[config.mk]
export PLATFORM = sky130hd
export DESIGN_NAME = ntm_gradient_accumulator
export DESIGN_NICKNAME = d
export VERILOG_FILES = /design/src/ntm_arith_pkg.sv /design/src/ntm_gradient_accumulator.sv
export VERILOG_INCLUDE_DIRS = /design/src
export SDC_FILE = /design/constraint.sdc
export NUM_CORES = 2
export LEC_CHECK = 0
export ABC_CLOCK_PERIOD_IN_PS = 7800
export BUFFER_PORTS_ARGS = -buffer_cell sky130_fd_sc_hd__buf_2
export CAP_MARGIN = 20
export CORE_UTILIZATION = 45
export CTS_CLUSTER_DIAMETER = 200
export DETAILED_ROUTE_END_ITERATION = 12
export SYNTH_ARGS = -nofsm -noshare
export SYNTH_HDL_FRONTEND = slang
export SYNTH_SLANG_ARGS = --single-unit
export TNS_END_PERCENT = 1
[constraint.sdc]
create_clock -name CLK -period 7.8 [get_ports CLK]
set_clock_uncertainty 0.05 [all_clocks]
set_input_delay 0.78 -clock CLK [delete_from_list [all_inputs] [get_ports CLK]]
set_output_delay 0.78 -clock CLK [all_outputs]
set_load 0.05 [all_outputs]
[src/ntm_defs.svh]
// Shared widths and size limits for the NTM input gate trainer, included by packages and testbench
`ifndef NTM_DEFS_SVH
`define NTM_DEFS_SVH

////////////////////////////////////////////////////////////////////////////
// Datapath widths
////////////////////////////////////////////////////////////////////////////

// One element, arithmetic wraps at 2^16
`define NTM_DATA_W 16

// Unit and input index width
`define NTM_IDX_W 3

// Time step counter width
`define NTM_STEP_W 8

////////////////////////////////////////////////////////////////////////////
// Layer limits
////////////////////////////////////////////////////////////////////////////

// Largest layer the accumulator arrays can hold
`define NTM_MAX_L 8
`define NTM_MAX_X 8

// Idle cycles between the last triple of a step and the next x load
`define NTM_FLUSH_CYCLES 3

`endif

[src/ntm_arith_pkg.sv]
// Datapath element, index and count types, imported by every module of the trainer
`include "ntm_defs.svh"

package ntm_arith_pkg;

  ////////////////////////////////////////////////////////////////////////////
  // Data types
  ////////////////////////////////////////////////////////////////////////////

  // One data word, all sums and products taken modulo 2^16
  typedef logic [`NTM_DATA_W-1:0] elem_t;

  // Unit or input index, 0 to 7
  typedef logic [`NTM_IDX_W-1:0] idx_t;

  // Layer dimension, 1 to 8, one bit wider than an index
  typedef logic [`NTM_IDX_W:0] size_t;

  // Number of time steps in a run
  typedef logic [`NTM_STEP_W-1:0] step_t;

  // Constant one for the (1 - i) term
  localparam elem_t ELEM_ONE = elem_t'(1);

endpackage

[src/ntm_gradient_accumulator.sv]
// Step input buffer plus dW and db accumulators, with the registered drain read port
`timescale 1ns/1ps
`include "ntm_defs.svh"

module ntm_gradient_accumulator (
  input  logic                 CLK,
  input  logic                 RST,

  // Run control
  input  logic                 clear,

  // Input vector write
  input  logic                 x_we,
  input  ntm_arith_pkg::idx_t  x_idx,
  input  ntm_arith_pkg::elem_t X_IN,

  // Delta from pipeline
  input  logic                 di_valid,
  input  ntm_arith_pkg::elem_t di,
  input  ntm_arith_pkg::idx_t  di_idx,

  // Drain read
  input  logic                 rd_w,
  input  logic                 rd_b,
  input  ntm_arith_pkg::idx_t  rd_l,
  input  ntm_arith_pkg::idx_t  rd_x,
  output ntm_arith_pkg::elem_t W_OUT,
  output ntm_arith_pkg::elem_t B_OUT,
  output logic                 W_OUT_ENABLE,
  output logic                 B_OUT_ENABLE
);

  import ntm_arith_pkg::*;

  ////////////////////////////////////////////////////////////////////////////
  // Storage
  ////////////////////////////////////////////////////////////////////////////

  // x of the current step
  elem_t x_buf  [`NTM_MAX_X];

  // Gradients summed over all steps
  elem_t dw_acc [`NTM_MAX_L][`NTM_MAX_X];
  elem_t db_acc [`NTM_MAX_L];

  // di * x[j] for the whole row at once
  elem_t di_x   [`NTM_MAX_X];

  ////////////////////////////////////////////////////////////////////////////
  // Input buffer
  ////////////////////////////////////////////////////////////////////////////

  always_ff @(posedge CLK) begin
    if (x_we) begin
      x_buf[x_idx] <= X_IN;
    end
  end

  ////////////////////////////////////////////////////////////////////////////
  // Accumulation
  ////////////////////////////////////////////////////////////////////////////

  // One multiplier per column
  always_comb begin
    for (int j = 0; j < `NTM_MAX_X; j++) begin
      di_x[j] = di * x_buf[j];
    end
  end

  // Whole dW row and one db entry per delta
  always_ff @(posedge CLK) begin
    if (clear) begin
      for (int l = 0; l < `NTM_MAX_L; l++) begin
        db_acc[l] <= '0;
        for (int j = 0; j < `NTM_MAX_X; j++) begin
          dw_acc[l][j] <= '0;
        end
      end
    end else if (di_valid) begin
      db_acc[di_idx] <= db_acc[di_idx] + di;
      for (int j = 0; j < `NTM_MAX_X; j++) begin
        dw_acc[di_idx][j] <= dw_acc[di_idx][j] + di_x[j];
      end
    end
  end

  ////////////////////////////////////////////////////////////////////////////
  // Drain port
  ////////////////////////////////////////////////////////////////////////////

  // Enables one cycle behind the strobes
  always_ff @(posedge CLK or posedge RST) begin
    if (RST) begin
      W_OUT_ENABLE <= 1'b0;
      B_OUT_ENABLE <= 1'b0;
    end else begin
      W_OUT_ENABLE <= rd_w;
      B_OUT_ENABLE <= rd_b;
    end
  end

  // Data aligned with the enables
  always_ff @(posedge CLK) begin
    if (rd_w) begin
      W_OUT <= dw_acc[rd_l][rd_x];
    end
    if (rd_b) begin
      B_OUT <= db_acc[rd_l];
    end
  end

endmodule

Word level (Yosys, flattened, before mapping):

Memory sizes are Yosys's and may differ from the RTL's. A register that Yosys moved wholly into a read port is not among the register bits.
Cells that the tools add are included.

* register bits after elaboration: 18
* latch bits: 0
* memory bits (writable): 1280
* bits in read-only memories: 0
* bits of input ports: 51
* output and inout bits: 34
* word-level logic and storage cells: 43
* memories: 3

Memories
* dw_acc: depth 8, width 128, rd ports 2, clocked after Yosys merged registers in 0, write ports 8, line ntm_gradient_accumulator.sv:43 `` elem_t dw_acc [`NTM_MAX_L][`NTM_MAX_X]; ``
* db_acc: depth 8, width 16, rd ports 2, clocked after Yosys merged registers in 1, write ports 8, line ntm_gradient_accumulator.sv:44 `` elem_t db_acc [`NTM_MAX_L]; ``
* x_buf: depth 8, width 16, rd ports 8, clocked after Yosys merged registers in 0, write ports 1, line ntm_gradient_accumulator.sv:40 `` elem_t x_buf [`NTM_MAX_X]; ``

* $add $sub $neg: 9
* $mul: 8
* divide/modulo/power cells: 0
* order comparisons: 1
* equality and inequality tests: 0
* shifts and indexed selects: 0
* mux-type cells: 16
* bitwise logic cells: 1
* reduce and logical (&&, ||, !) cells: 2

Operator list (count)
* adder 16 bit: 9
* multiplier 16 x 16 -> 16 bit: 8
* two-way mux 128 bit: 1
* OR reduction 128 bit: 1
* binary-select mux 16 bit (select 3 bit): 1
* two-way mux 16 bit: 3
* OR reduction 16 bit: 1
* two-way mux 1 bit: 9
* two-way mux 3 bit: 2
* >= comparator 4 bit (second input constant): 1
* NOT 3 -> 4 bit: 1

Logic depth before layout (Yosys ltp):

* depth in word-level cells: 5
* depth in mapped cells: 27
* gate-level depth less buffers: 23

Worst setup path after synthesis:

Ideal clock, no wire load.

* kind: input port to flip-flop
* start point: input di_idx[1]
* end point: memory dw_acc[0][127] (netlist bit) (data pin)
* library setup time: 272 ps
* arrival: 6184 ps
* data required time: 7478 ps
* setup slack: 1293 ps
* stages: 24
* buffers on the path: 5
* path through: buf_2 -> inv_2 -> clkbuf_1 -> nor3_1 -> buf_2 -> buf_1 -> buf_1 -> a22oi_1 -> and3_1 -> fa_1 -> inv_1 -> fa_1 -> inv_1 -> fa_1 -> fa_1 -> inv_1 -> ha_1 -> a21oi_1 -> o211ai_1 -> a21oi_1 -> o2bb2ai_1 -> o21ai_0 -> xnor2_1 -> nor2_1

RTL lines
* start: declaration: line ntm_gradient_accumulator.sv:20 `input ntm_arith_pkg::idx_t di_idx,`
* end: declaration: line ntm_gradient_accumulator.sv:43

==> key figures <==
Logic synthesis
  • Cell variety after synth: 57
  • Post-synth top cells: edfxtp_1 (1312), inv_1 (1198), nor2_1 (923)
  • Synth Instances: roughly 8300
  • Area contributors post-synth: edfxtp_1 (41%), fa_1 (16%), mux4_2 (8.9%)
  • FFs w/ async S/R, synth: 0.152%
  • Post-synthesis net count: 9568
  • Primary FF master, synth: edfxtp_1
  • Seq/Total Area, Yosys: between 40% and 50%
  • YS warnings: 0
  • Top-count cell post-synth: edfxtp_1
  • Synth top area share: 41.0%
  • Synth area leader: edfxtp_1
  • Number of synthesized flops with an enable pin: 1312
  • Synthesis-stage register bit count: 1314
  • Syn Area/Cell: 11.5 sq um
  • Mapped Area: roughly 0.096 sq mm

Critical path
  • Worst Path Max Fanout: 14
  • Crit end category: flip-flop
  • Kind of critical path: reg2reg
  • Worst Path Arrival: 7460 ps
  • Critical path startpoint category: flip-flop
  • Critical path required time: 8310 ps

Placement
  • DP HPWL: ~220000 microns
  • Port Buf Inserts: 84
  • Place WS: 427 ps
  • Dpl cells: between 10000 and 15000
  • RD Place Congestion: 0.932

Routing
  • Vias post-DR: a little under 70000
  • Mean routed wirelength per cell: 30.0 microns
  • Initial drt markers: 9374
  • 1st-pass router iterations: 12
  • Routed Antenna Nets: 0
  • Remaining routing DRC violations: 16
  • Final WL: 336000 microns
  • Via density: 6.14

Run status
  • Failing checks: DRC
  • Status: finished, violations left

Pwr
  • Pwr dens: 357 mW/mm^2
  • Lkg Pwr: 43.9 nW
  • VDD IR max: about 460 uV

Floorplan
  • Die span in x: 464 microns
  • Initial Utilization: approximately 45%
  • # IOs: 85
  • Core footprint: 0.212 sq mm
  • Die height: 464 microns
  • Row cnt: approximately 170
  • Area of the die: 0.216 sq mm

Run
  • Max-Cap Viols: 0

Min path
  • Worst hold path class: in2reg

Global route
  • GRT Overall Usage: 31.3%
  • First-pass GRT wire length: just under 500000 microns
  • Initial antenna violation count: 22
  • GR Overflow Total: 0
  • Vias in the first global route: 70200
  • Pin count of the biggest net entering global routing: 119

Finish
  • Share of cells above drive strength 1: 12.0%
  • P&R area growth vs syn: 9.96%
  • Non-filler cells, final: 11200
  • Fill count: between 15000 and 20000
  • Post-Route Utilization: 49.8%
  • Final nets: 9519

STA
  • Fmax: 144 MHz
  • Final setup viols: 0
  • Period minus WS final: a little under 7000 ps
  • RSZ-0062 raised after global routing: false
  • Hold WS: 245 ps
  • Relative slew slack: 18.9%
  • Final Hold Fails: 0
  • Worst Max-Slew Pin Slew: between 1000 and 1500 ps
  • Final slew viol count: 0
  • Fin worst setup slack: ~850 ps
  • Fin crit share: 89.1%
  • Setup TNS: 0 ps

Clock tree
  • # resized after CTS: 0
  • Latest clock arrival within the worst-skew pair: 840 ps
  • Number of H-tree levels: 4
  • CTS Buffer Depth: 3
  • Clock sinks: 1314
  • Total CTS buffers: 150
  • TritonCTS clock tree: done
  • Reg clk slew, reported paths: 60 ps
  • Root buf cell: clkbuf_16
## path summary, 6_finish.rpt
path                              startpoint  depth (start not counted)        endpoint  slack (ps)
worst max-delay path             x_buf[0][2]                         19  dw_acc[7][127]         850
worst min-delay path                    rd_b                          1    B_OUT_ENABLE         250
worst max register to register   x_buf[0][2]                         19  dw_acc[7][127]         850
worst min register to register  db_acc[4][7]                          2        B_OUT[7]         750
max in group asynchronous                RST                          3    W_OUT_ENABLE        7320
min in group asynchronous                RST                          3    B_OUT_ENABLE         270
## kinds of logic after synthesis
family / count (synthesis) / share of synthesized area (%)
AND/OR/NAND/NOR: 2547 / 12.3
buffers and inverters: 1753 / 6.96
flip-flops: 1314 / 41.0
adder cells (fa/ha/maj): 1184 / 21.3
AO/OA/AOI/OAI: 764 / 5.87
multiplexers: 421 / 9.33
XOR/XNOR: 350 / 3.19
## layout by cell type, fill, tap and decap left out, types with 34 or more instances in the layout
cell type	n
buf_4	225
inv_1	1198
ha_1	431
clkbuf_16	150
a22o_1	86
buf_12	52
edfxtp_1	1312
xnor2_1	281
xor2_1	69
a22oi_1	312
nor2_1	922
and2_1	449
nand4_1	43
a21oi_1	79
buf_2	71
nand2_1	682
and3_1	346
a221oi_1	87
o21ai_0	46
fa_1	753
o22ai_1	34
mux4_2	378
## worst max-delay path, cell delays in order, from the launching register on
cell	delay, ps
edfxtp_1	1010
nand2_1	200
fa_1	550
inv_1	60
fa_1	490
ha_1	280
fa_1	500
inv_1	60
fa_1	520
fa_1	510
inv_1	60
ha_1	340
nand2_1	90
o211ai_1	520
a21oi_1	200
o2bb2ai_1	190
o21ai_0	450
xnor2_1	260
buf_4	250
nor2_1	60
## flip-flops by register name, indices dropped and copies added (netlist names)
name / count
W_OUT_ENABLE: 1
db_acc: 128
W_OUT: 16
dw_acc: 1024
x_buf: 128
B_OUT: 16
B_OUT_ENABLE: 1
## what timing repair did
item	in CTS	in global routing
hold buffers	1	0
hold endpoints to repair	2	0
setup endpoints to repair	0	0
setup buffers	0	0
## metal layers
metal  global-route usage (%)  wire [microns]  vias up
li1                         -               -    28300
met1                     43.7          131000    35100
met5                        0              21        -
met4                     13.0           15700        4
met2                     46.3          146000     4813
met3                     8.15           43600      793
## final cells by class
type / instances / area (sq um) / share of cell area [%]
well taps: 2821 / 3530 / 3.34
multi-input cells: 5266 / 50200 / 47.5
inverters: 1200 / 4500 / 4.26
diodes: 7 / 17.5 / 0.0166
repair buffers: 352 / 3140 / 2.97
clock buffers: 166 / 3810 / 3.61
flip-flops and latches: 1314 / 39400 / 37.3
clock inverters: 106 / 1090 / 1.03
## metrics by stage
stage | instance area, sq um | power [mW]
after floorplan | 96200 | 22.8
after global placement | 101000 | 29.9
after detailed placement | 101000 | 30.2
after CTS | 106000 | 37.5
after global routing | 106000 | 40.0
final | 106000 | 37.7
## report_power, final
part           internal (mW)  switching (mW)  leakage, nW
Sequential              8.56           0.383         13.5
Clock                   3.93            3.20         2.36
Combinational           7.47            14.2         28.1
(Power assumes the default switching activity.)
