`src/ntm_defs.svh`:
```
// Shared widths and size limits for the NTM input gate trainer, included by packages and testbench
`ifndef NTM_DEFS_SVH
`define NTM_DEFS_SVH

////////////////////////////////////////////////////////////////////////////
// Datapath widths
////////////////////////////////////////////////////////////////////////////

// One element, arithmetic wraps at 2^16
`define NTM_DATA_W 16

// Unit and input index width
`define NTM_IDX_W 3

// Time step counter width
`define NTM_STEP_W 8

////////////////////////////////////////////////////////////////////////////
// Layer limits
////////////////////////////////////////////////////////////////////////////

// Largest layer the accumulator arrays can hold
`define NTM_MAX_L 8
`define NTM_MAX_X 8

// Idle cycles between the last triple of a step and the next x load
`define NTM_FLUSH_CYCLES 3

`endif

```
`src/ntm_arith_pkg.sv`:
```
// Datapath element, index and count types, imported by every module of the trainer
`include "ntm_defs.svh"

package ntm_arith_pkg;

  ////////////////////////////////////////////////////////////////////////////
  // Data types
  ////////////////////////////////////////////////////////////////////////////

  // One data word, all sums and products taken modulo 2^16
  typedef logic [`NTM_DATA_W-1:0] elem_t;

  // Unit or input index, 0 to 7
  typedef logic [`NTM_IDX_W-1:0] idx_t;

  // Layer dimension, 1 to 8, one bit wider than an index
  typedef logic [`NTM_IDX_W:0] size_t;

  // Number of time steps in a run
  typedef logic [`NTM_STEP_W-1:0] step_t;

  // Constant one for the (1 - i) term
  localparam elem_t ELEM_ONE = elem_t'(1);

endpackage

```
`src/ntm_gate_delta.sv`:
```
// Two-stage pipeline forming the input gate delta di = ds*a*i*(1-i) per streamed triple
`timescale 1ns/1ps

module ntm_gate_delta (
  input  logic                 CLK,
  input  logic                 RST,

  // Accepted triple
  input  logic                 gate_valid,
  input  ntm_arith_pkg::idx_t  gate_idx,
  input  ntm_arith_pkg::elem_t A_IN,
  input  ntm_arith_pkg::elem_t I_IN,
  input  ntm_arith_pkg::elem_t S_IN,

  // Delta out, two cycles later
  output logic                 di_valid,
  output ntm_arith_pkg::elem_t di,
  output ntm_arith_pkg::idx_t  di_idx
);

  import ntm_arith_pkg::*;

  ////////////////////////////////////////////////////////////////////////////
  // Stage one
  ////////////////////////////////////////////////////////////////////////////

  logic  s1_valid;
  idx_t  s1_idx;
  elem_t s1_ds_a;
  // Sigmoid slope term
  elem_t s1_slope;

  always_ff @(posedge CLK or posedge RST) begin
    if (RST) begin
      s1_valid <= 1'b0;
      di_valid <= 1'b0;
    end else begin
      s1_valid <= gate_valid;
      di_valid <= s1_valid;
    end
  end

  // Products truncated to 16 bits by the target width
  always_ff @(posedge CLK) begin
    s1_idx   <= gate_idx;
    s1_ds_a  <= S_IN * A_IN;
    // Wraps when i > 1
    s1_slope <= I_IN * (ELEM_ONE - I_IN);
  end

  ////////////////////////////////////////////////////////////////////////////
  // Stage two
  ////////////////////////////////////////////////////////////////////////////

  always_ff @(posedge CLK) begin
    di_idx <= s1_idx;
    di     <= s1_ds_a * s1_slope;
  end

endmodule

```
`config.mk`:
```
export PLATFORM = sky130hd
export DESIGN_NAME = ntm_gate_delta
export DESIGN_NICKNAME = d
export VERILOG_FILES = /design/src/ntm_arith_pkg.sv /design/src/ntm_gate_delta.sv
export VERILOG_INCLUDE_DIRS = /design/src
export SDC_FILE = /design/constraint.sdc
export NUM_CORES = 1
export LEC_CHECK = 0
export BUFFER_PORTS_ARGS = -buffer_cell sky130_fd_sc_hd__buf_2
export CAP_MARGIN = 20
export CELL_PAD_IN_SITES_DETAIL_PLACEMENT = 1
export CELL_PAD_IN_SITES_GLOBAL_PLACEMENT = 2
export CORE_MARGIN = 8
export CORE_UTILIZATION = 43
export DETAILED_ROUTE_END_ITERATION = 10
export GPL_TIMING_DRIVEN = 0
export PLACE_DENSITY_LB_ADDON = 0.08
export SLEW_MARGIN = 20
export SYNTH_ARGS = -nofsm -noshare
export SYNTH_HDL_FRONTEND = slang
export SYNTH_SLANG_ARGS = --single-unit
```
`constraint.sdc`:
```
create_clock -name CLK -period 8.35 [get_ports CLK]
set_input_delay 1.67 -clock CLK [delete_from_list [all_inputs] [get_ports CLK]]
set_output_delay 1.67 -clock CLK [all_outputs]
set_load 0.02 [all_outputs]
```
==> After elaboration in Yosys (flattened, before gate mapping) <==
Cells that the tools add are included.
{ "totals": {"ff_bits": 56, "output_inout_bits": 20, "input_bits": 54, "elab_cells": 11} }
{ "classes": {"multipliers": 3, "n_addsub": 1} }
{ "ops": {"columns": ["cell", "n"], "rows": [
  ["multiplier 16 x 16 -> 16 bit", 3],
  ["subtractor 1 x 16 -> 16 bit, first input constant", 1]
]} }

==> Logic depth before layout (Yosys ltp) <==
Gate-level depths: netlist of run 1.
{ "depth": {"ltp_word": 2, "ltp_mapped": 25, "mapped_depth_nobuf": 24} }

==> Least setup slack after synthesis of run 1 <==
No wires, ideal clock.
{ "synth_timing": {"path_kind": "input -> register", "from": "input port I_IN[2]", "to": "register s1_slope[15]", "setup_ps": 122, "path_stages": 22, "path_slack_ps": 998, "path_buffers": 1, "arrival_ps": 7230, "cell_sequence": "clkbuf_1 > inv_1 > ha_1 > nor4b_1 > nor2b_1 > ha_1 > nand2b_1 > fa_1 > inv_1 > fa_1 > inv_1 > fa_1 > fa_1 > fa_1 > fa_1 > xnor2_1 > xnor2_1 > xnor2_1 > xnor2_1 > xnor3_1 > xnor2_1 > xnor2_1"} }
{ "synth_via": {"elab_chain_cells": 2} }
{ "synth_rtl": {"columns": ["item", "line", "source"], "rows": [
  ["start: declaration", "ntm_gate_delta.sv:12", "input ntm_arith_pkg::elem_t I_IN,"],
  ["subtractor 1 x 16 -> 16 bit", "ntm_gate_delta.sv:48", "s1_slope <= I_IN * (ELEM_ONE - I_IN);"],
  ["multiplier 16 x 16 -> 16 bit (*)", "ntm_gate_delta.sv:48", null],
  ["end signal: assignment", "ntm_gate_delta.sv:48", null],
  ["end: declaration", "ntm_gate_delta.sv:31", "elem_t s1_slope;"]
]} }
Mark *: on every way between the ends. The rest lies on a longest branch, timed or not.

==> Worst setup path after layout of run 1 <==
{ "layout_timing": {"from": "input port I_IN[1]", "to": "register s1_slope[15]"} }
The elaborated chain is that of the path after synthesis.

==> reports/qor.txt, run 1 <==
layout cells sized above 1 - 5.58%
final core occ - 47.1%
clock latency on the worst-skew pair - 0.30 ns
H-tree level count - 2
Worst EP arrival - 8.04 ns
initial antenna violation count - 0
sequential fraction of the synthesis area - 8.87%
Fin. Hold Viols - 0
CTS Buffer Depth - 2
#FFs+latches synth - 53
Worst-path clk slew - 0.07 ns
GRT overflow - 0
Setup WS pre-CTS - -0.378 ns
post-CTS setup buffer count - 0
worst setup margin - 0.523 ns
critical path data required time - 8.57 ns
met3 routed WL - 596 µm
crit end category - flip-flop
most frequent cells in the layout - 307 x inv_1, 215 x fa_1, 191 x nand2_1, 156 x ha_1, 105 x and2_1
Ports - 74
Post-Layout Cell Count - 1812
Slew Viols, Final - 0
Critical Path Fanout Max - 8
DRT iter0 DRCs - 278
CTS sink count - 53
max-cap violations - 0
vias in the first global route - 9850
Fillers - 3370
setup TNS - 0 ns
min cycle time layout - 7.83 ns
clock tree from TritonCTS - done
RD Place Congestion - 0.816
Initial Util - 43.6%
Die H - 184 µm
critical path class - in -> reg
Inserted Clock Buffers - 5
WL per Instance - 16.6 µm
quantity of I/O buffers inserted on ports - 65
Netlist Area Pre-Place - 12100 µm²
antenna fix cells - 0
asr flop ratio synth - 3.77%
wire length on met2 - 15.1 mm
Max Used Layer - met4
relative slew slack - 52.7%
met1 WL - 14.0 mm
Post-Syn Instances - 1362
Routed Antenna Nets - 0
maximum clock rate - 128 MHz
critical path startpoint category - input port
top post-synthesis cells by area - fa_1 36%, ha_1 16%, inv_1 9.6%, dfxtp_1 8.5%, xnor2_1 6.6%
largest net degree at the start of global routing - 18
final wirelength - 30.0 mm
Post-synth EDFFs - 0
dominant cell type by area after synthesis - fa_1
die area - 33700 µm²
Synth top area share - 35.6%
core footprint - 27700 µm²
drt pass-1 iters - 4
Placed Instances - 1805
ys flop type - dfxtp_1
Area Overhead vs Synth - 8.05%
post-synthesis net count - 1787
number of library cell types mapped by synthesis - 42
FP Rows - 61
RSZ-0062 raised after global routing - no
CTS Root Cell - clkbuf_16
Final Setup Violations - 0
commonest non-fill, non-tap cell in the layout - inv_1
measured slew at the worst slew-check pin - 0.700 ns
first-pass GRT wire length - 50.4 mm
Total Nets Final - 1858
via count - 8670
run status - finished clean
Vias/cell - 4.78
Syn Area/Cell - 8.87 µm²
Hold WC Path Type - reg -> reg
clk_skew - 0.00916 ns
drt drc - 0
total track usage - 18.7%
Yosys Warn Count - 0
period utilization - 93.7%
hpwl dp - 25.8 mm
Horiz. Die Dim - 184 µm
-- cells by family after synthesis --
family | after synthesis | share of synthesized area [%]
buf+inv | 355 | 11.1
compound gates | 68 | 3.43
mux | 2 | 0.166
xor+xnor | 109 | 8.02
other cells | 1 | 0.0311
simple gates | 403 | 16.6
flops | 53 | 8.87
fa+ha+maj | 371 | 51.8
-- sequential cells by signal, indices dropped and copies added (netlist names) --
register	count
di	15
di_idx	3
di_valid	1
s1_ds_a	15
s1_idx	3
s1_slope	15
s1_valid	1
-- layout make-up --
cell class / instances / area, µm² / share of cell area [%]
multi-input combinational: 954 / 9670 / 74.1
clock buffer: 5 / 125 / 0.959
sequential: 53 / 1070 / 8.21
buffer: 46 / 179 / 1.37
timing repair buffer: 65 / 325 / 2.49
clock inverter: 3 / 46.3 / 0.355
inverter: 308 / 1160 / 8.86
tap: 378 / 473 / 3.62
-- cells in the mapped netlist (3+ instances only) --
cell	number
a21o_1	8
a21oi_1	27
and2_1	105
and3_1	3
clkbuf_1	44
dfxtp_1	51
fa_1	215
ha_1	156
inv_1	308
nand2_1	191
nand2b_1	28
nand3_1	3
nor2_1	19
nor2b_1	36
nor3_1	4
nor4_1	3
o21a_1	7
o21ai_0	14
o21bai_1	3
or4_1	4
xnor2_1	91
xor2_1	17
-- routing by layer --
layer / vias up / GRT usage, %
met1: 4392 / 23.9
met4: 0 / 3.48
met2: 98 / 34.5
li1: 4163 / -
met3: 17 / 1.13
met5: - / 0
-- critical path, stage by stage --
cell and delay (ns):
buf_2 0.16, inv_1 0.29, ha_1 0.25, nor4b_2 0.30, nand2_1 0.22, nor2_1 0.16
xnor2_1 0.19, nand2_1 0.12, fa_1 0.39, inv_1 0.10, fa_1 0.43, inv_1 0.09
fa_1 0.43, fa_1 0.54, fa_1 0.53, fa_1 0.45, xnor2_1 0.28, xnor2_1 0.18
xnor2_1 0.16, xnor2_1 0.14, xnor3_1 0.46, xnor2_1 0.32, xnor2_1 0.17
-- worst paths after layout --
kind                                     startpoint  depth (start not counted)  slack (ns)              endpoint
worst max-delay path                        I_IN[1]                         23        0.52  s1_slope[15]$_DFF_P_
worst min-delay path              s1_idx[1]$_DFF_P_                          0        0.33     di_idx[1]$_DFF_P_
worst max register to register  s1_slope[2]$_DFF_P_                         15        2.65        di[15]$_DFF_P_
worst min register to register    s1_idx[1]$_DFF_P_                          0        0.33     di_idx[1]$_DFF_P_
max in group asynchronous                       RST                          2        7.04    s1_valid$_DFF_PP0_
min in group asynchronous                       RST                          2        1.20    di_valid$_DFF_PP0_
-- through the flow --
step / hold WS [ns] / area [µm²]
4_1_cts: 0.333 / 13000
6_report: 0.329 / 13000
5_1_grt: 0.336 / 13000
3_5_place_dp: 0.315 / 12900
3_3_place_gp: 0.310 / 12900
2_1_floorplan: 0.310 / 12100
-- what timing repair did --
action	in CTS	in global routing
resized for setup	1	1
pin swaps	0	0
setup endpoints to repair	1	1
hold buffers	0	0
gates cloned	0	0
Power of run 1 is not shown: default switching activity piles up to over one toggle a cycle in this logic, so the estimate is an artifact.
==> run 2, diff against run 1 <==
--- a/config.mk
+++ b/config.mk
@@ -15,6 +15,7 @@
 export DETAILED_ROUTE_END_ITERATION = 10
 export GPL_TIMING_DRIVEN = 0
 export PLACE_DENSITY_LB_ADDON = 0.08
+export REMOVE_ABC_BUFFERS = 1
 export SLEW_MARGIN = 20
 export SYNTH_ARGS = -nofsm -noshare
 export SYNTH_HDL_FRONTEND = slang
==> reports/qor.txt, run 2 (same netlist as run 1, synthesis figures left out) <==
internal reg-to-reg setup slack - 2.82 ns
Initial Util - 43.6%
min cycle time layout - 7.95 ns
layout cells sized above 1 - 5.81%
clock latency on the worst-skew pair - 0.30 ns
drt pass-1 iters - 4
CTS Buffer Depth - 2
period utilization - 95.2%
initial antenna violation count - 0
Horiz. Die Dim - 184 µm
Max stage delay cell, worst path - fa_1
Critical Path Fanout Max - 26
run status - finished clean
DRT iter0 DRCs - 273
via count - 8520
critical path cell sequence - clkbuf_4 -> inv_1 -> ha_1 -> nor4b_2 -> nor2b_1 -> ha_1 -> nand2b_1 -> fa_1 -> inv_1 -> fa_1 -> inv_1 -> fa_1 -> fa_1 -> fa_1 -> fa_1 -> xnor2_1 -> xnor2_1 -> xnor2_1 -> xnor2_1 -> xnor3_1 -> xnor2_1 -> xnor2_1
Routed Antenna Nets - 0
commonest non-fill, non-tap cell in the layout - inv_1
Die H - 184 µm
area of the multi-input gates - 9670 µm²
Total Nets Final - 1817
hold_buf cts - 0
relative slew slack - 54.6%
CTS Root Cell - clkbuf_16
Final Setup Violations - 0
Largest regs - di x15, s1_ds_a x15, s1_slope x15
die area - 33700 µm²
Slew Viols, Final - 0
crit end category - flip-flop
CTS sink count - 53
post-CTS setup buffer count - 0
Area Overhead vs Synth - 6.71%
Vias/cell - 4.81
worst setup path endpoint - s1_slope[15]$_DFF_P_
Inserted Clock Buffers - 5
vias in the first global route - 9726
Reg-to-Reg End - di[15]$_DFF_P_
Top delay family on crit path - adder cells
maximum clock rate - 126 MHz
hpwl dp - 24.0 mm
Ports - 74
Hold WC Path Type - reg -> reg
drt drc - 0
RD Place Congestion - 0.779
largest net degree at the start of global routing - 32
core footprint - 27700 µm²
total track usage - 18.4%
critical path data required time - 8.58 ns
met3 global-route usage - 1.03%
critical path's largest stage delay - 0.55 ns
final wirelength - 29.3 mm
antenna fix cells - 0
FF-to-FF path depth - 14
critical path class - in -> reg
quantity of I/O buffers inserted on ports - 70
clock tree from TritonCTS - done
critical path buffer and inverter count - 4
Worst EP arrival - 8.17 ns
max-cap violations - 0
Fin. Hold Viols - 0
Fillers - 3326
RSZ-0062 raised after global routing - no
most frequent cells in the layout - 308 x inv_1, 215 x fa_1, 191 x nand2_1, 156 x ha_1, 105 x and2_1
WL per Instance - 16.5 µm
met1 Use GR - 23.4%
critical path startpoint category - input port
measured slew at the worst slew-check pin - 0.672 ns
FF+latch area - 1070 µm²
GR peak layer - met2
CP Launch Point - I_IN[1]
Worst-path clk slew - 0.07 ns
first-pass GRT wire length - 49.7 mm
GRT overflow - 0
WP depth - 22
H-tree level count - 2
met2 GRT Util - 34.6%
FP Rows - 61
clk_skew - 0.00492 ns
worst r2r src - s1_slope[1]$_DFF_P_
final core occ - 46.5%
## run 2: cell count changes in the layout (fill, tap and decap cells not counted), sizes merged
| cell | before | now |
|---|---|---|
| clkbuf | 48 | 8 |
| buf | 68 | 69 |
| bufinv | 1 | 0 |
| clkinv | 1 | 0 |
| clkinvlp | 1 | 0 |
| inv | 308 | 309 |
## run 2: per-layer routing
| layer | vias to the layer above | routed length (µm) | part of all wire (%) |
|---|---|---|---|
| met5 | - | 0 | 0 |
| met4 | 0 | 210 | 0.72 |
| met3 | 12 | 497 | 1.7 |
| met2 | 82 | 15200 | 52 |
| met1 | 4356 | 13400 | 46 |
| li1 | 4070 | - | - |
## run 2: worst register-to-register path, cell delays in order, from the launching register on
cell	delay, ns
dfxtp_1	0.67
nand2_1	0.17
fa_1	0.57
inv_1	0.06
fa_1	0.52
inv_1	0.05
fa_1	0.50
fa_1	0.60
inv_1	0.07
fa_1	0.45
fa_1	0.39
ha_1	0.28
o41ai_1	0.68
o21ai_0	0.24
xnor2_1	0.17
## run 2: stage by stage
stage | cell area [µm²] | hold WS (ns) | instances | TNS [ns] | setup WS, ns
2_1_floorplan | 11900 | 0.310 | 1315 | 0 | 1.19
3_3_place_gp | 12700 | 0.310 | 1763 | -0.128 | -0.128
3_5_place_dp | 12700 | 0.318 | 1763 | -0.212 | -0.199
4_1_cts | 12900 | 0.336 | 1771 | 0 | 0.0893
5_1_grt | 12900 | 0.343 | 1771 | 0 | 0.0704
6_report | 12900 | 0.334 | 1771 | 0 | 0.404
## run 2: what timing repair did
| action | in CTS | in global routing |
|---|---|---|
| gates resized for setup | 0 | 2 |
| endpoints found under the hold margin | 0 | 0 |
| endpoints found under the setup margin | 0 | 2 |
## run 2: cell type report
| type | count | area share (%) |
|---|---|---|
| clock buffers | 7 | 1.18 |
| clock inverters | 1 | 0.0680 |
| inverters | 308 | 8.97 |
| multi-input cells | 954 | 75.1 |
| flip-flops and latches | 53 | 8.31 |
| well taps | 378 | 3.67 |
| repair buffers | 70 | 2.74 |
## run 2: worst min path at each step
stage	from	to	slack, ns	cells after the start
after CTS	s1_idx[2]$_DFF_P_	di_idx[2]$_DFF_P_	0.34	0
after global placement	s1_idx[0]$_DFF_P_	di_idx[0]$_DFF_P_	0.31	0
after floorplan	s1_idx[0]$_DFF_P_	di_idx[0]$_DFF_P_	0.31	0
after global routing	s1_idx[1]$_DFF_P_	di_idx[1]$_DFF_P_	0.34	0
after detailed placement	s1_idx[0]$_DFF_P_	di_idx[0]$_DFF_P_	0.32	0
final	s1_idx[0]$_DFF_P_	di_idx[0]$_DFF_P_	0.33	0
Power of run 2 is left out for the same reason.
