--- src/ntm_defs.svh ---
// Shared widths and size limits for the NTM input gate trainer, included by packages and testbench
`ifndef NTM_DEFS_SVH
`define NTM_DEFS_SVH

////////////////////////////////////////////////////////////////////////////
// Datapath widths
////////////////////////////////////////////////////////////////////////////

// One element, arithmetic wraps at 2^16
`define NTM_DATA_W 16

// Unit and input index width
`define NTM_IDX_W 3

// Time step counter width
`define NTM_STEP_W 8

////////////////////////////////////////////////////////////////////////////
// Layer limits
////////////////////////////////////////////////////////////////////////////

// Largest layer the accumulator arrays can hold
`define NTM_MAX_L 8
`define NTM_MAX_X 8

// Idle cycles between the last triple of a step and the next x load
`define NTM_FLUSH_CYCLES 3

`endif

--- src/ntm_arith_pkg.sv ---
// Datapath element, index and count types, imported by every module of the trainer
`include "ntm_defs.svh"

package ntm_arith_pkg;

  ////////////////////////////////////////////////////////////////////////////
  // Data types
  ////////////////////////////////////////////////////////////////////////////

  // One data word, all sums and products taken modulo 2^16
  typedef logic [`NTM_DATA_W-1:0] elem_t;

  // Unit or input index, 0 to 7
  typedef logic [`NTM_IDX_W-1:0] idx_t;

  // Layer dimension, 1 to 8, one bit wider than an index
  typedef logic [`NTM_IDX_W:0] size_t;

  // Number of time steps in a run
  typedef logic [`NTM_STEP_W-1:0] step_t;

  // Constant one for the (1 - i) term
  localparam elem_t ELEM_ONE = elem_t'(1);

endpackage

--- src/ntm_ctrl_pkg.sv ---
// Controller state, input phase and flush counter types for the trainer FSM
`include "ntm_defs.svh"

package ntm_ctrl_pkg;

  ////////////////////////////////////////////////////////////////////////////
  // FSM states
  ////////////////////////////////////////////////////////////////////////////

  typedef enum logic [2:0] {
    IDLE,
    LOAD_X,
    LOAD_GATE,
    STEP_FLUSH,
    DRAIN_W,
    DRAIN_B,
    DONE
  } trainer_state_e;

  // Which host stream a state listens to
  typedef enum logic [1:0] {
    PHASE_WAIT,
    PHASE_X,
    PHASE_GATE,
    PHASE_DRAIN
  } trainer_phase_e;

  // Pipeline drain wait between steps
  typedef logic [1:0] flush_cnt_t;
  localparam flush_cnt_t FLUSH_LAST = flush_cnt_t'(`NTM_FLUSH_CYCLES - 1);

  // Map a state to the stream it accepts
  function automatic trainer_phase_e phase_of(trainer_state_e s);
    case (s)
      LOAD_X:           return PHASE_X;
      LOAD_GATE:        return PHASE_GATE;
      DRAIN_W, DRAIN_B: return PHASE_DRAIN;
      default:          return PHASE_WAIT;
    endcase
  endfunction

endpackage

--- src/ntm_trainer_controller.sv ---
// Phase FSM of the input gate trainer, gating host strobes and sequencing the result drain
`timescale 1ns/1ps

module ntm_trainer_controller (
  input  logic                 CLK,
  input  logic                 RST,

  // Host control
  input  logic                 START,
  input  logic                 X_IN_ENABLE,
  input  logic                 GATE_IN_ENABLE,
  input  ntm_arith_pkg::size_t SIZE_L_IN,
  input  ntm_arith_pkg::size_t SIZE_X_IN,
  input  ntm_arith_pkg::step_t SIZE_T_IN,
  output logic                 READY,

  // Accumulator control
  output logic                 clear,
  output logic                 x_we,
  output ntm_arith_pkg::idx_t  x_idx,

  // Delta pipeline feed
  output logic                 gate_valid,
  output ntm_arith_pkg::idx_t  gate_idx,

  // Drain addressing
  output logic                 rd_w,
  output logic                 rd_b,
  output ntm_arith_pkg::idx_t  rd_l,
  output ntm_arith_pkg::idx_t  rd_x
);

  import ntm_arith_pkg::*;
  import ntm_ctrl_pkg::*;

  ////////////////////////////////////////////////////////////////////////////
  // Signals
  ////////////////////////////////////////////////////////////////////////////

  trainer_state_e state;
  trainer_phase_e phase;

  // Last valid index per dimension, latched on START
  idx_t       last_l;
  idx_t       last_x;
  step_t      last_step;

  // Running counters
  step_t      step_cnt;
  idx_t       elem_cnt;
  idx_t       row_cnt;
  flush_cnt_t flush_cnt;

  ////////////////////////////////////////////////////////////////////////////
  // Strobe gating
  ////////////////////////////////////////////////////////////////////////////

  assign phase = phase_of(state);

  // Accumulators zeroed on the accept cycle
  assign clear = START && (state == IDLE);

  // Strobes outside their phase simply dropped
  assign x_we       = X_IN_ENABLE && (phase == PHASE_X);
  assign x_idx      = elem_cnt;
  assign gate_valid = GATE_IN_ENABLE && (phase == PHASE_GATE);
  assign gate_idx   = elem_cnt;

  // Row-major drain, column from elem_cnt
  assign rd_w = (state == DRAIN_W);
  assign rd_b = (state == DRAIN_B);
  assign rd_l = row_cnt;
  assign rd_x = elem_cnt;

  ////////////////////////////////////////////////////////////////////////////
  // FSM
  ////////////////////////////////////////////////////////////////////////////

  always_ff @(posedge CLK or posedge RST) begin
    if (RST) begin
      state     <= IDLE;
      last_l    <= '0;
      last_x    <= '0;
      last_step <= '0;
      step_cnt  <= '0;
      elem_cnt  <= '0;
      row_cnt   <= '0;
      flush_cnt <= '0;
      READY     <= 1'b0;
    end else begin
      // One cycle after DONE, i.e. one after the last B beat
      READY <= (state == DONE);

      case (state)
        IDLE: begin
          if (START) begin
            last_l    <= idx_t'(SIZE_L_IN - size_t'(1));
            last_x    <= idx_t'(SIZE_X_IN - size_t'(1));
            last_step <= SIZE_T_IN - step_t'(1);
            step_cnt  <= '0;
            elem_cnt  <= '0;
            row_cnt   <= '0;
            state     <= LOAD_X;
          end
        end

        LOAD_X: begin
          if (x_we) begin
            if (elem_cnt == last_x) begin
              elem_cnt <= '0;
              state    <= LOAD_GATE;
            end else begin
              elem_cnt <= elem_cnt + idx_t'(1);
            end
          end
        end

        LOAD_GATE: begin
          if (gate_valid) begin
            if (elem_cnt == last_l) begin
              elem_cnt  <= '0;
              flush_cnt <= '0;
              state     <= STEP_FLUSH;
            end else begin
              elem_cnt <= elem_cnt + idx_t'(1);
            end
          end
        end

        // Let the two-stage delta pipeline empty before x is overwritten
        STEP_FLUSH: begin
          if (flush_cnt == FLUSH_LAST) begin
            if (step_cnt == last_step) begin
              row_cnt <= '0;
              state   <= DRAIN_W;
            end else begin
              step_cnt <= step_cnt + step_t'(1);
              state    <= LOAD_X;
            end
          end else begin
            flush_cnt <= flush_cnt + flush_cnt_t'(1);
          end
        end

        DRAIN_W: begin
          if (elem_cnt == last_x) begin
            elem_cnt <= '0;
            if (row_cnt == last_l) begin
              row_cnt <= '0;
              state   <= DRAIN_B;
            end else begin
              row_cnt <= row_cnt + idx_t'(1);
            end
          end else begin
            elem_cnt <= elem_cnt + idx_t'(1);
          end
        end

        DRAIN_B: begin
          if (row_cnt == last_l) begin
            state <= DONE;
          end else begin
            row_cnt <= row_cnt + idx_t'(1);
          end
        end

        // Last B beat leaves the accumulator here
        DONE: begin
          state <= IDLE;
        end

        default: begin
          state <= IDLE;
        end
      endcase
    end
  end

endmodule

--- config.mk ---
export PLATFORM = sky130hd
export DESIGN_NAME = ntm_trainer_controller
export DESIGN_NICKNAME = d
export VERILOG_FILES = /design/src/ntm_arith_pkg.sv /design/src/ntm_ctrl_pkg.sv /design/src/ntm_trainer_controller.sv
export VERILOG_INCLUDE_DIRS = /design/src
export SDC_FILE = /design/constraint.sdc
export NUM_CORES = 1
export LEC_CHECK = 0
export ABC_AREA = 1
export BUFFER_PORTS_ARGS = -buffer_cell sky130_fd_sc_hd__buf_4
export CAP_MARGIN = 10
export CORE_MARGIN = 8
export CORE_UTILIZATION = 25
export CTS_BUF_LIST = sky130_fd_sc_hd__clkbuf_8 sky130_fd_sc_hd__clkbuf_16
export DETAILED_ROUTE_END_ITERATION = 8
export PLACE_DENSITY = 0.39
export SLEW_MARGIN = 20
export SYNTH_ARGS = -nofsm -noshare
export SYNTH_HDL_FRONTEND = slang
export SYNTH_SLANG_ARGS = --single-unit
--- constraint.sdc ---
create_clock -name CLK -period 1.83 [get_ports CLK]
set_input_delay 0.2745 -clock CLK [delete_from_list [all_inputs] [get_ports CLK]]
set_output_delay 0.2745 -clock CLK [all_outputs]
set_load 0.02 [all_outputs]
== After elaboration in Yosys (flattened, before gate mapping) ==
Index checks and enable logic that the tools add are counted.
Storage, ports and cells
  register bits after elaboration: 34
  output and inout port bits: 18
Cells by class
  $add $sub $neg: 7
  eq/ne operators: 26
  mux-type cells: 32
  reduce and logical (&&, ||, !) cells: 15
Operators with widths (number)
  $mux W3: 20
  $mux W8: 3
  $pmux W3 S4: 2
  $ne A2 B2 Y1 const B: 10
  $pmux W3 S6: 1
  $pmux W8 S2: 1
  $reduce_and A4 Y1: 3
  $eq A3 B3 Y1: 3
  $eq A3 B3 Y1 const B: 3
  $reduce_and A9 Y1: 1
  $add A8 B1 Y8 const B: 1
  $eq A8 B8 Y1: 1
  $reduce_bool A4 Y1: 2
  $sub A8 B1 Y8 const B: 1
  $add A3 B1 Y3 const B: 2
  $eq A3 B2 Y1 const B: 2
  $mux W2: 3
  $ne A2 B1 Y1 const B: 3
  $pmux W2 S3: 1
  $reduce_and A6 Y1: 1
  $sub A3 B1 Y3 const B: 2
  $eq A2 B2 Y1 const B: 2
  $pmux W2 S2: 1
  $reduce_bool A2 Y1: 2
  other kinds (7): 9

== Logic depth before layout (Yosys ltp) ==
Gate-level depths: netlist of the first run.
  word-level depth: 7
  mapped depth: 10
  depth with buffers taken out: 10

== Worst setup path after synthesis of the first run ==
OpenSTA, ideal clock, no wires.
  path kind: register to register
  start: register state[1]
  end: register state[0]
  library setup time: 0.119 ns
  data arrival time: 1.368 ns
  required time: 1.711 ns
  setup slack: 0.343 ns
  cell stages (with the launch flop): 9
  clock period less this slack: 1.487 ns
  path through: dfrtp_1 nor2_2 inv_2 nor2_2 nand2_1 nand3_2 nor2_4 nand3_1 nand2_1
Between the ends
  cells in the longest elaborated chain, start to end: 7
  elaborated cells on any way between the ends: 23
  classes of those cells: eq/ne: 16; mux: 2; reduce/logical: 5
Ends and longest elaborated chain
  start: declaration: line ntm_trainer_controller.sv:40  | trainer_state_e state;
  start signal: assignment: line ntm_trainer_controller.sv:81  | state <= IDLE;
  start signal: assignment: line ntm_trainer_controller.sv:103  | state <= LOAD_X;
  start signal: assignment: line ntm_trainer_controller.sv:111  | state <= LOAD_GATE;
  $eq A3 B3 Y1 (*)
  net rd_w: line ntm_trainer_controller.sv:27  | output logic rd_w,
  $reduce_or A2 Y1: line ntm_ctrl_pkg.sv:34  | case (s)
  $pmux W2 S3: line ntm_ctrl_pkg.sv:34
  $eq A2 B1 Y1 or $eq A2 B2 Y1 (tied branches): line ntm_trainer_controller.sv:64, ntm_trainer_controller.sv:66
  $logic_and A1 B1 Y1 (on tied branches): line ntm_trainer_controller.sv:64, ntm_trainer_controller.sv:66
  $ne A2 B2 Y1 (no line)
  $reduce_and A9 Y1 (no line)
The timed path passes the listed nets; every way through them passes the cells marked *.
A chain may end at the register's enable or synchronous reset.

== Final worst setup path of the first run ==
  start: register state[1]
  end: output port clear
Between the ends
  cells in the longest elaborated chain, start to end: 2
Ends and longest elaborated chain
  $logic_not A3 Y1: line ntm_trainer_controller.sv:61  | assign clear = START && (state == IDLE);
  $logic_and A1 B1 Y1: line ntm_trainer_controller.sv:61
  end: declaration: line ntm_trainer_controller.sv:18  | output logic clear,
Every way passes these cells.

==> results.yml, run 1 <==
status:
  status: "finished clean"
clock_network:
  cts_hold_buf: 0
  worstSkewPairLatency_ns: 0.28
  cts.sinks: 34
  path_clk_slew_ns: 0.07
  cts_root_buffer: "clkbuf_8"
  numCtsBuffers: 5
  clock_path_buffers: 2
  htreeDepth: 2
  cts_tree: "built"
timing:
  slew_headroom_pct: 69.8
  finClkSkew_ns: 0.00705
  drv_slew: 0
  hold_slack_ns: 0.0893
  timing.fmax_ghz: 0.584
  setup_ws_ns: 0.119
  rsz0062_at_grt: "false"
  fin_crit_sh_pct: 93.5
  setup_violations: 0
  tns_ns: 0
  worst_pin_slew_ns: 0.452
  hold_violations: 0
  period_needed_ns: 1.71
layout:
  num-fill-cells: 941
  drive_above_1_share_pct: 22.9
  final_cell_area_mm2: 0.00271
  fin_cells: 444
  multi_input_comb_area_mm2: 0.00117
  seq_area_um2: 853
  finalNetCount: 363
  areaGrowthSynthToFinish_pct: 22.7
  antenna_cells: 0
placed_design:
  preCtsSetupSlack_ns: 0.273
  io_buffers: 36
  dpl_cell_area_mm2: 0.00260
  dp.cells: 435
  hpwl_um: 4090
  gp_congestion: 0.754
worst_setup_path:
  path_class: "register to output port"
  crit_family: "flip-flops"
  cp_num_buf_inv: 3
  worstPathCellList: "nor2_4, inv_2, nor2_1, nand2_2, inv_1, buf_4"
  reg2reg_to: "rd_l[2]"
  cp.required_ns: 1.56
  crit_path_max_incr_delay_ns: 0.46
  critPathLaunchType: "register"
  crit_slowest_cell: "dfrtp_2"
  crit_fanout: 5
  worstReg2RegStart: "state[1]"
  worstPathArrival_ns: 1.44
  r2r_cells: 9
  cp-end-kind: "output port"
  r2r_setup_slack_ns: 0.24
logic_synthesis:
  yosys.area.top_type: "dfrtp_1"
  synth_cells: 293
  synth_most_common_cell: "nand2_1"
  ys_seq_area_share_pct: 38.5
  synth_async_sr_flop_share_pct: 100
  synth_commonest_cells: "88 x nand2_1, 34 x dfrtp_1, 29 x inv_1"
  synth_area_mm2: 0.00221
  synth_area_leaders: "dfrtp_1 39%, nand2_1 15%, xnor2_1 7.1%, inv_1 4.9%, nand3_1 4.1%"
  yosysUniqueCellTypes: 29
  postSynthNetCount: 321
  yosysWarnings: 0
  synth-edff-count: 0
  ys_ff_latch: 34
  avgSynthCellArea_um2: 7.53
  yosysTopAreaCellShare_pct: 38.5
  synth_top_flop_cell: "dfrtp_1"
global_routing:
  grt_use_total_pct: 9.61
  grt_max_degree: 35
  grt_pass1_wl_um: 9110
  grt_remaining_overflow: 0
  grt_pass1_vias: 1830
  antenna_found_initial: 0
floorplanning:
  die-area_mm2: 0.0121
  initial_core_util_pct: 25.6
  core-area_mm2: 0.00864
  die_x_um: 110
  die_h_um: 110
  ioPinCount: 39
  std_cell_rows: 34
route:
  drt-pass1-iter-count: 4
  via_per_inst: 4.17
  vias: 1852
  ant_nets: 0
  routed_wl_um: 5250
  avgRoutedWirePerCell_um: 11.8
  drt_iter0_markers: 69
  route.detailed.drc: 0
power:
  cellLeakagePower_nw: 1.35
  power.density_mw_per_mm2: 1240
  vdd_drop_max_uv: 309
worst_hold_path:
  hp-class: "primary input to asynchronous set/reset pin"
flow_run:
  cap_violations: 0
[power by group]
group,leakage (nW),total (mW),switching [mW],internal (mW)
Combinational,0.851,1.58,0.959,0.625
Sequential,0.446,1.19,0.225,0.964
Clock,0.0524,0.585,0.286,0.298
[per-layer routing]
metal	global-route usage, %	vias to the layer above	part of all wire (%)
met4	3.76	0	1.6
met1	13.4	817	52
met5	0	-	0
met3	2.17	6	2.4
met2	14.0	24	44
li1	-	1005	-
[layout make-up]
class / count / share of cell area (%)
flip-flops and latches: 34 / 31.5
inverters: 36 / 5.08
multi-input cells: 215 / 43.1
clock inverters: 2 / 0.323
repair buffers: 43 / 11.9
well taps: 108 / 4.99
clock buffers: 6 / 3.05
[through the flow]
stage                     util (%)  total power, mW
after global placement        30.1             2.78
after detailed placement      30.1             2.78
after CTS                     31.3             3.40
after floorplan                  -             2.36
after global routing          31.4             3.68
final                         31.4             3.36
[how the worst max path moves through the flow]
| stage | to | start | cells after the start | slack, ns |
|---|---|---|---|---|
| after floorplan | state[0] | state[1] | 8 | 0.34 |
| after global placement | rd_l[2] | step_cnt[5] | 10 | 0.29 |
| after detailed placement | rd_l[2] | step_cnt[5] | 10 | 0.27 |
| after CTS | clear | state[1] | 6 | 0.02 |
| after global routing | rd_w | state[2] | 3 | 0.001 |
| final | clear | state[1] | 6 | 0.12 |
[cells by family (layout without fill, tap and decap cells)]
| logic type | after synthesis | after routing | synth area share [%] |
|---|---|---|---|
| buf+inv | 44 | 87 | 8.73 |
| simple gates | 152 | 152 | 31.6 |
| mux | 1 | 1 | 0.454 |
| compound gates | 32 | 32 | 7.54 |
| fa+ha+maj | 7 | 7 | 3.97 |
| flops | 34 | 34 | 38.5 |
| xor+xnor | 23 | 23 | 9.13 |
[timing repair]
action,in CTS,in global routing
endpoints found under the setup margin,1,2
resized for setup,1,2
buffers inserted,0,1
gates cloned,0,0
pin swaps,0,0
[sequential cells by signal, summed over array words and instances (netlist names)]
signal	count
step_cnt	8
gate_idx	3
flush_cnt	2
last_l	3
READY	1
state	3
last_x	3
last_step	8
rd_l	3
[worst register-to-register path: stages, from the launching register on]
cell     delay, ns
dfrtp_2       0.46
buf_4         0.17
nor2_2        0.15
inv_2         0.07
nor2_4        0.14
nand2_1       0.12
nand3_2       0.11
nand3_1       0.14
nand2_1       0.09
nand2_1       0.06
[layout by cell type (no fill, tap or decap), types with 7 or more instances in the layout]
cell type / n
buf_4: 43
o21ai_1: 11
o21ai_0: 17
nand3_1: 18
nor2_1: 17
nand2_1: 88
inv_1: 30
dfrtp_1: 32
xnor2_1: 18
ha_1: 7
Note: power is estimated with default switching activity, not from simulation.
==> inputs of run 2 (changes only) <==
CORE_ASPECT_RATIO = 0.7   (was default)
CORE_UTILIZATION = 50   (was 25)
PLACE_DENSITY = 0.7   (was 0.39)
==> results.yml, run 2 (synthesis results as in run 1) <==
clock_network:
  path_clk_slew_ns: 0.07
  cts_hold_buf: 0
  cts_tree: "built"
  worstSkewPairLatency_ns: 0.30
  htreeDepth: 2
  clock_path_buffers: 2
  cts_root_buffer: "clkbuf_8"
  cts.sinks: 34
  numCtsBuffers: 5
power:
  power.density_mw_per_mm2: 1300
  internal-power_mw: 1.94
  pwr-share-comb_pct: 45.7
  p_clk_share_pct: 19.3
  seq_power_share_pct: 35.0
  swShare_pct: 43.6
  p_switching_mw: 1.50
  vdd_drop_max_uv: 718
  total_power_mw: 3.44
  cellLeakagePower_nw: 1.34
global_routing:
  grt_pass1_wl_um: 8730
  antenna_found_initial: 0
  grt_pass1_vias: 1845
  grt_use_total_pct: 16.3
  grt_remaining_overflow: 0
  grt_max_degree: 35
route:
  drt_iter0_markers: 115
  vias: 1916
  ant_nets: 0
  route.detailed.drc: 0
  via_per_inst: 4.94
  drt-pass1-iter-count: 4
  avgRoutedWirePerCell_um: 13.0
  routed_wl_um: 5060
worst_setup_path:
  crit_fanout: 7
  crit_slowest_cell: "dfrtp_2"
  crit_path_max_incr_delay_ns: 0.47
  worstPathCellList: "nor2_4, inv_2, nor2_2, buf_4"
  cp_num_buf_inv: 2
  path_class: "register to output port"
  cp.required_ns: 1.56
  crit_family: "flip-flops"
  cp-end-kind: "output port"
  worstPathArrival_ns: 1.44
  critPathLaunchType: "register"
floorplanning:
  die_h_um: 71.6
  core-area_mm2: 0.00430
  ioPinCount: 39
  std_cell_rows: 20
  initial_core_util_pct: 51.3
  die_x_um: 95.4
  die-area_mm2: 0.00683
layout:
  areaGrowthSynthToFinish_pct: 19.6
  final_common_cell: "nand2_1"
  fin_util_pct: 61.3
  multi_input_comb_area_mm2: 0.00117
  seq_area_um2: 853
  largest_registers: "last_step: 8 flops, step_cnt: 8 flops"
  final_cell_mix: "88 x nand2_1, 40 x buf_4, 32 x dfrtp_1"
  antenna_cells: 0
  drive_above_1_share_pct: 22.5
  finalNetCount: 360
  num-fill-cells: 402
timing:
  finClkSkew_ns: 0.00643
  drv_slew: 0
  tns_ns: 0
  slew_headroom_pct: 70.4
  worst_pin_slew_ns: 0.443
  timing.fmax_ghz: 0.584
  rsz0062_at_grt: "false"
  hold_violations: 0
  fin_crit_sh_pct: 93.6
  period_needed_ns: 1.71
  setup_violations: 0
flow_run:
  cap_violations: 0
placed_design:
  hpwl_um: 3900
  gp_congestion: 0.844
  io_buffers: 36
worst_hold_path:
  hp-class: "primary input to asynchronous set/reset pin"
status:
  status: "finished clean"
## run 2: changes by cell type in the layout (fill, tap and decap cells not counted), sizes merged
cell,delta
inv,-1
buf,-3
clkbuf,+2
clkinv,-1
## run 2: final cells by class
type	instances	share of cell area [%]
Tap cell	55	2.61
Timing Repair Buffer	40	11.4
Clock buffer	8	4.17
Multi-Input combinational cell	215	44.3
Sequential cell	34	32.3
Inverter	36	5.22
## run 2: layer usage
layer | vias to the layer above | global-route usage [%] | share of wire, %
met1 | 863 | 23.3 | 52
met3 | 5 | 6.05 | 7.8
li1 | 1001 | - | -
met5 | - | 0 | 0
met4 | 0 | 3.57 | 0.79
met2 | 47 | 22.4 | 40
## run 2: timing repair
item                       in CTS  in global routing
setup endpoints to repair       1                  2
cloned                          0                  0
hold endpoints to repair        0                  0
resized for setup               0                  3
setup buffers                   1                  0
pin swaps                       1                  0
## run 2: worst reg2reg max path, delay by kind of cell, from the launching register on
family / cells / cell delay (ns)
simple gates: 6 / 0.58
flops: 1 / 0.47
buf+inv: 3 / 0.36
compound gates: 1 / 0.06
## run 2: path summary, 6_finish.rpt
kind                              start           end  slack (ns)  depth (start not counted)
setup / recovery               state[1]          rd_w        0.12                          4
hold / removal                      RST  last_step[1]        0.07                          3
setup reg to reg               state[1]   step_cnt[5]        0.27                         10
hold reg to reg            last_step[6]  last_step[6]        0.52                          2
max in group asynchronous           RST      state[1]        1.41                          3
min in group CLK           SIZE_L_IN[0]     last_l[0]        0.18                          2
## run 2: power groups by stage
stage / logic, mW / clock network (mW) / registers, mW
finish: 1.57 / 0.665 / 1.21
global route: 1.79 / 0.711 / 1.25
floorplan: 1.19 / 0 / 1.17
detailed placement: 1.54 / 0 / 1.21
global placement: 1.50 / 0 / 1.20
CTS: 1.57 / 0.679 / 1.20
## run 2: through the flow
stage               setup WS, ns  instance area, µm²  hold slack, ns  cells
floorplan                  0.343                2210           0.384    293
global placement           0.271                2510           0.411    379
detailed placement         0.253                2510           0.405    379
CTS                       0.0569                2630          0.0897    388
global route              0.0278                2640           0.113    388
finish                     0.117                2640          0.0723    388
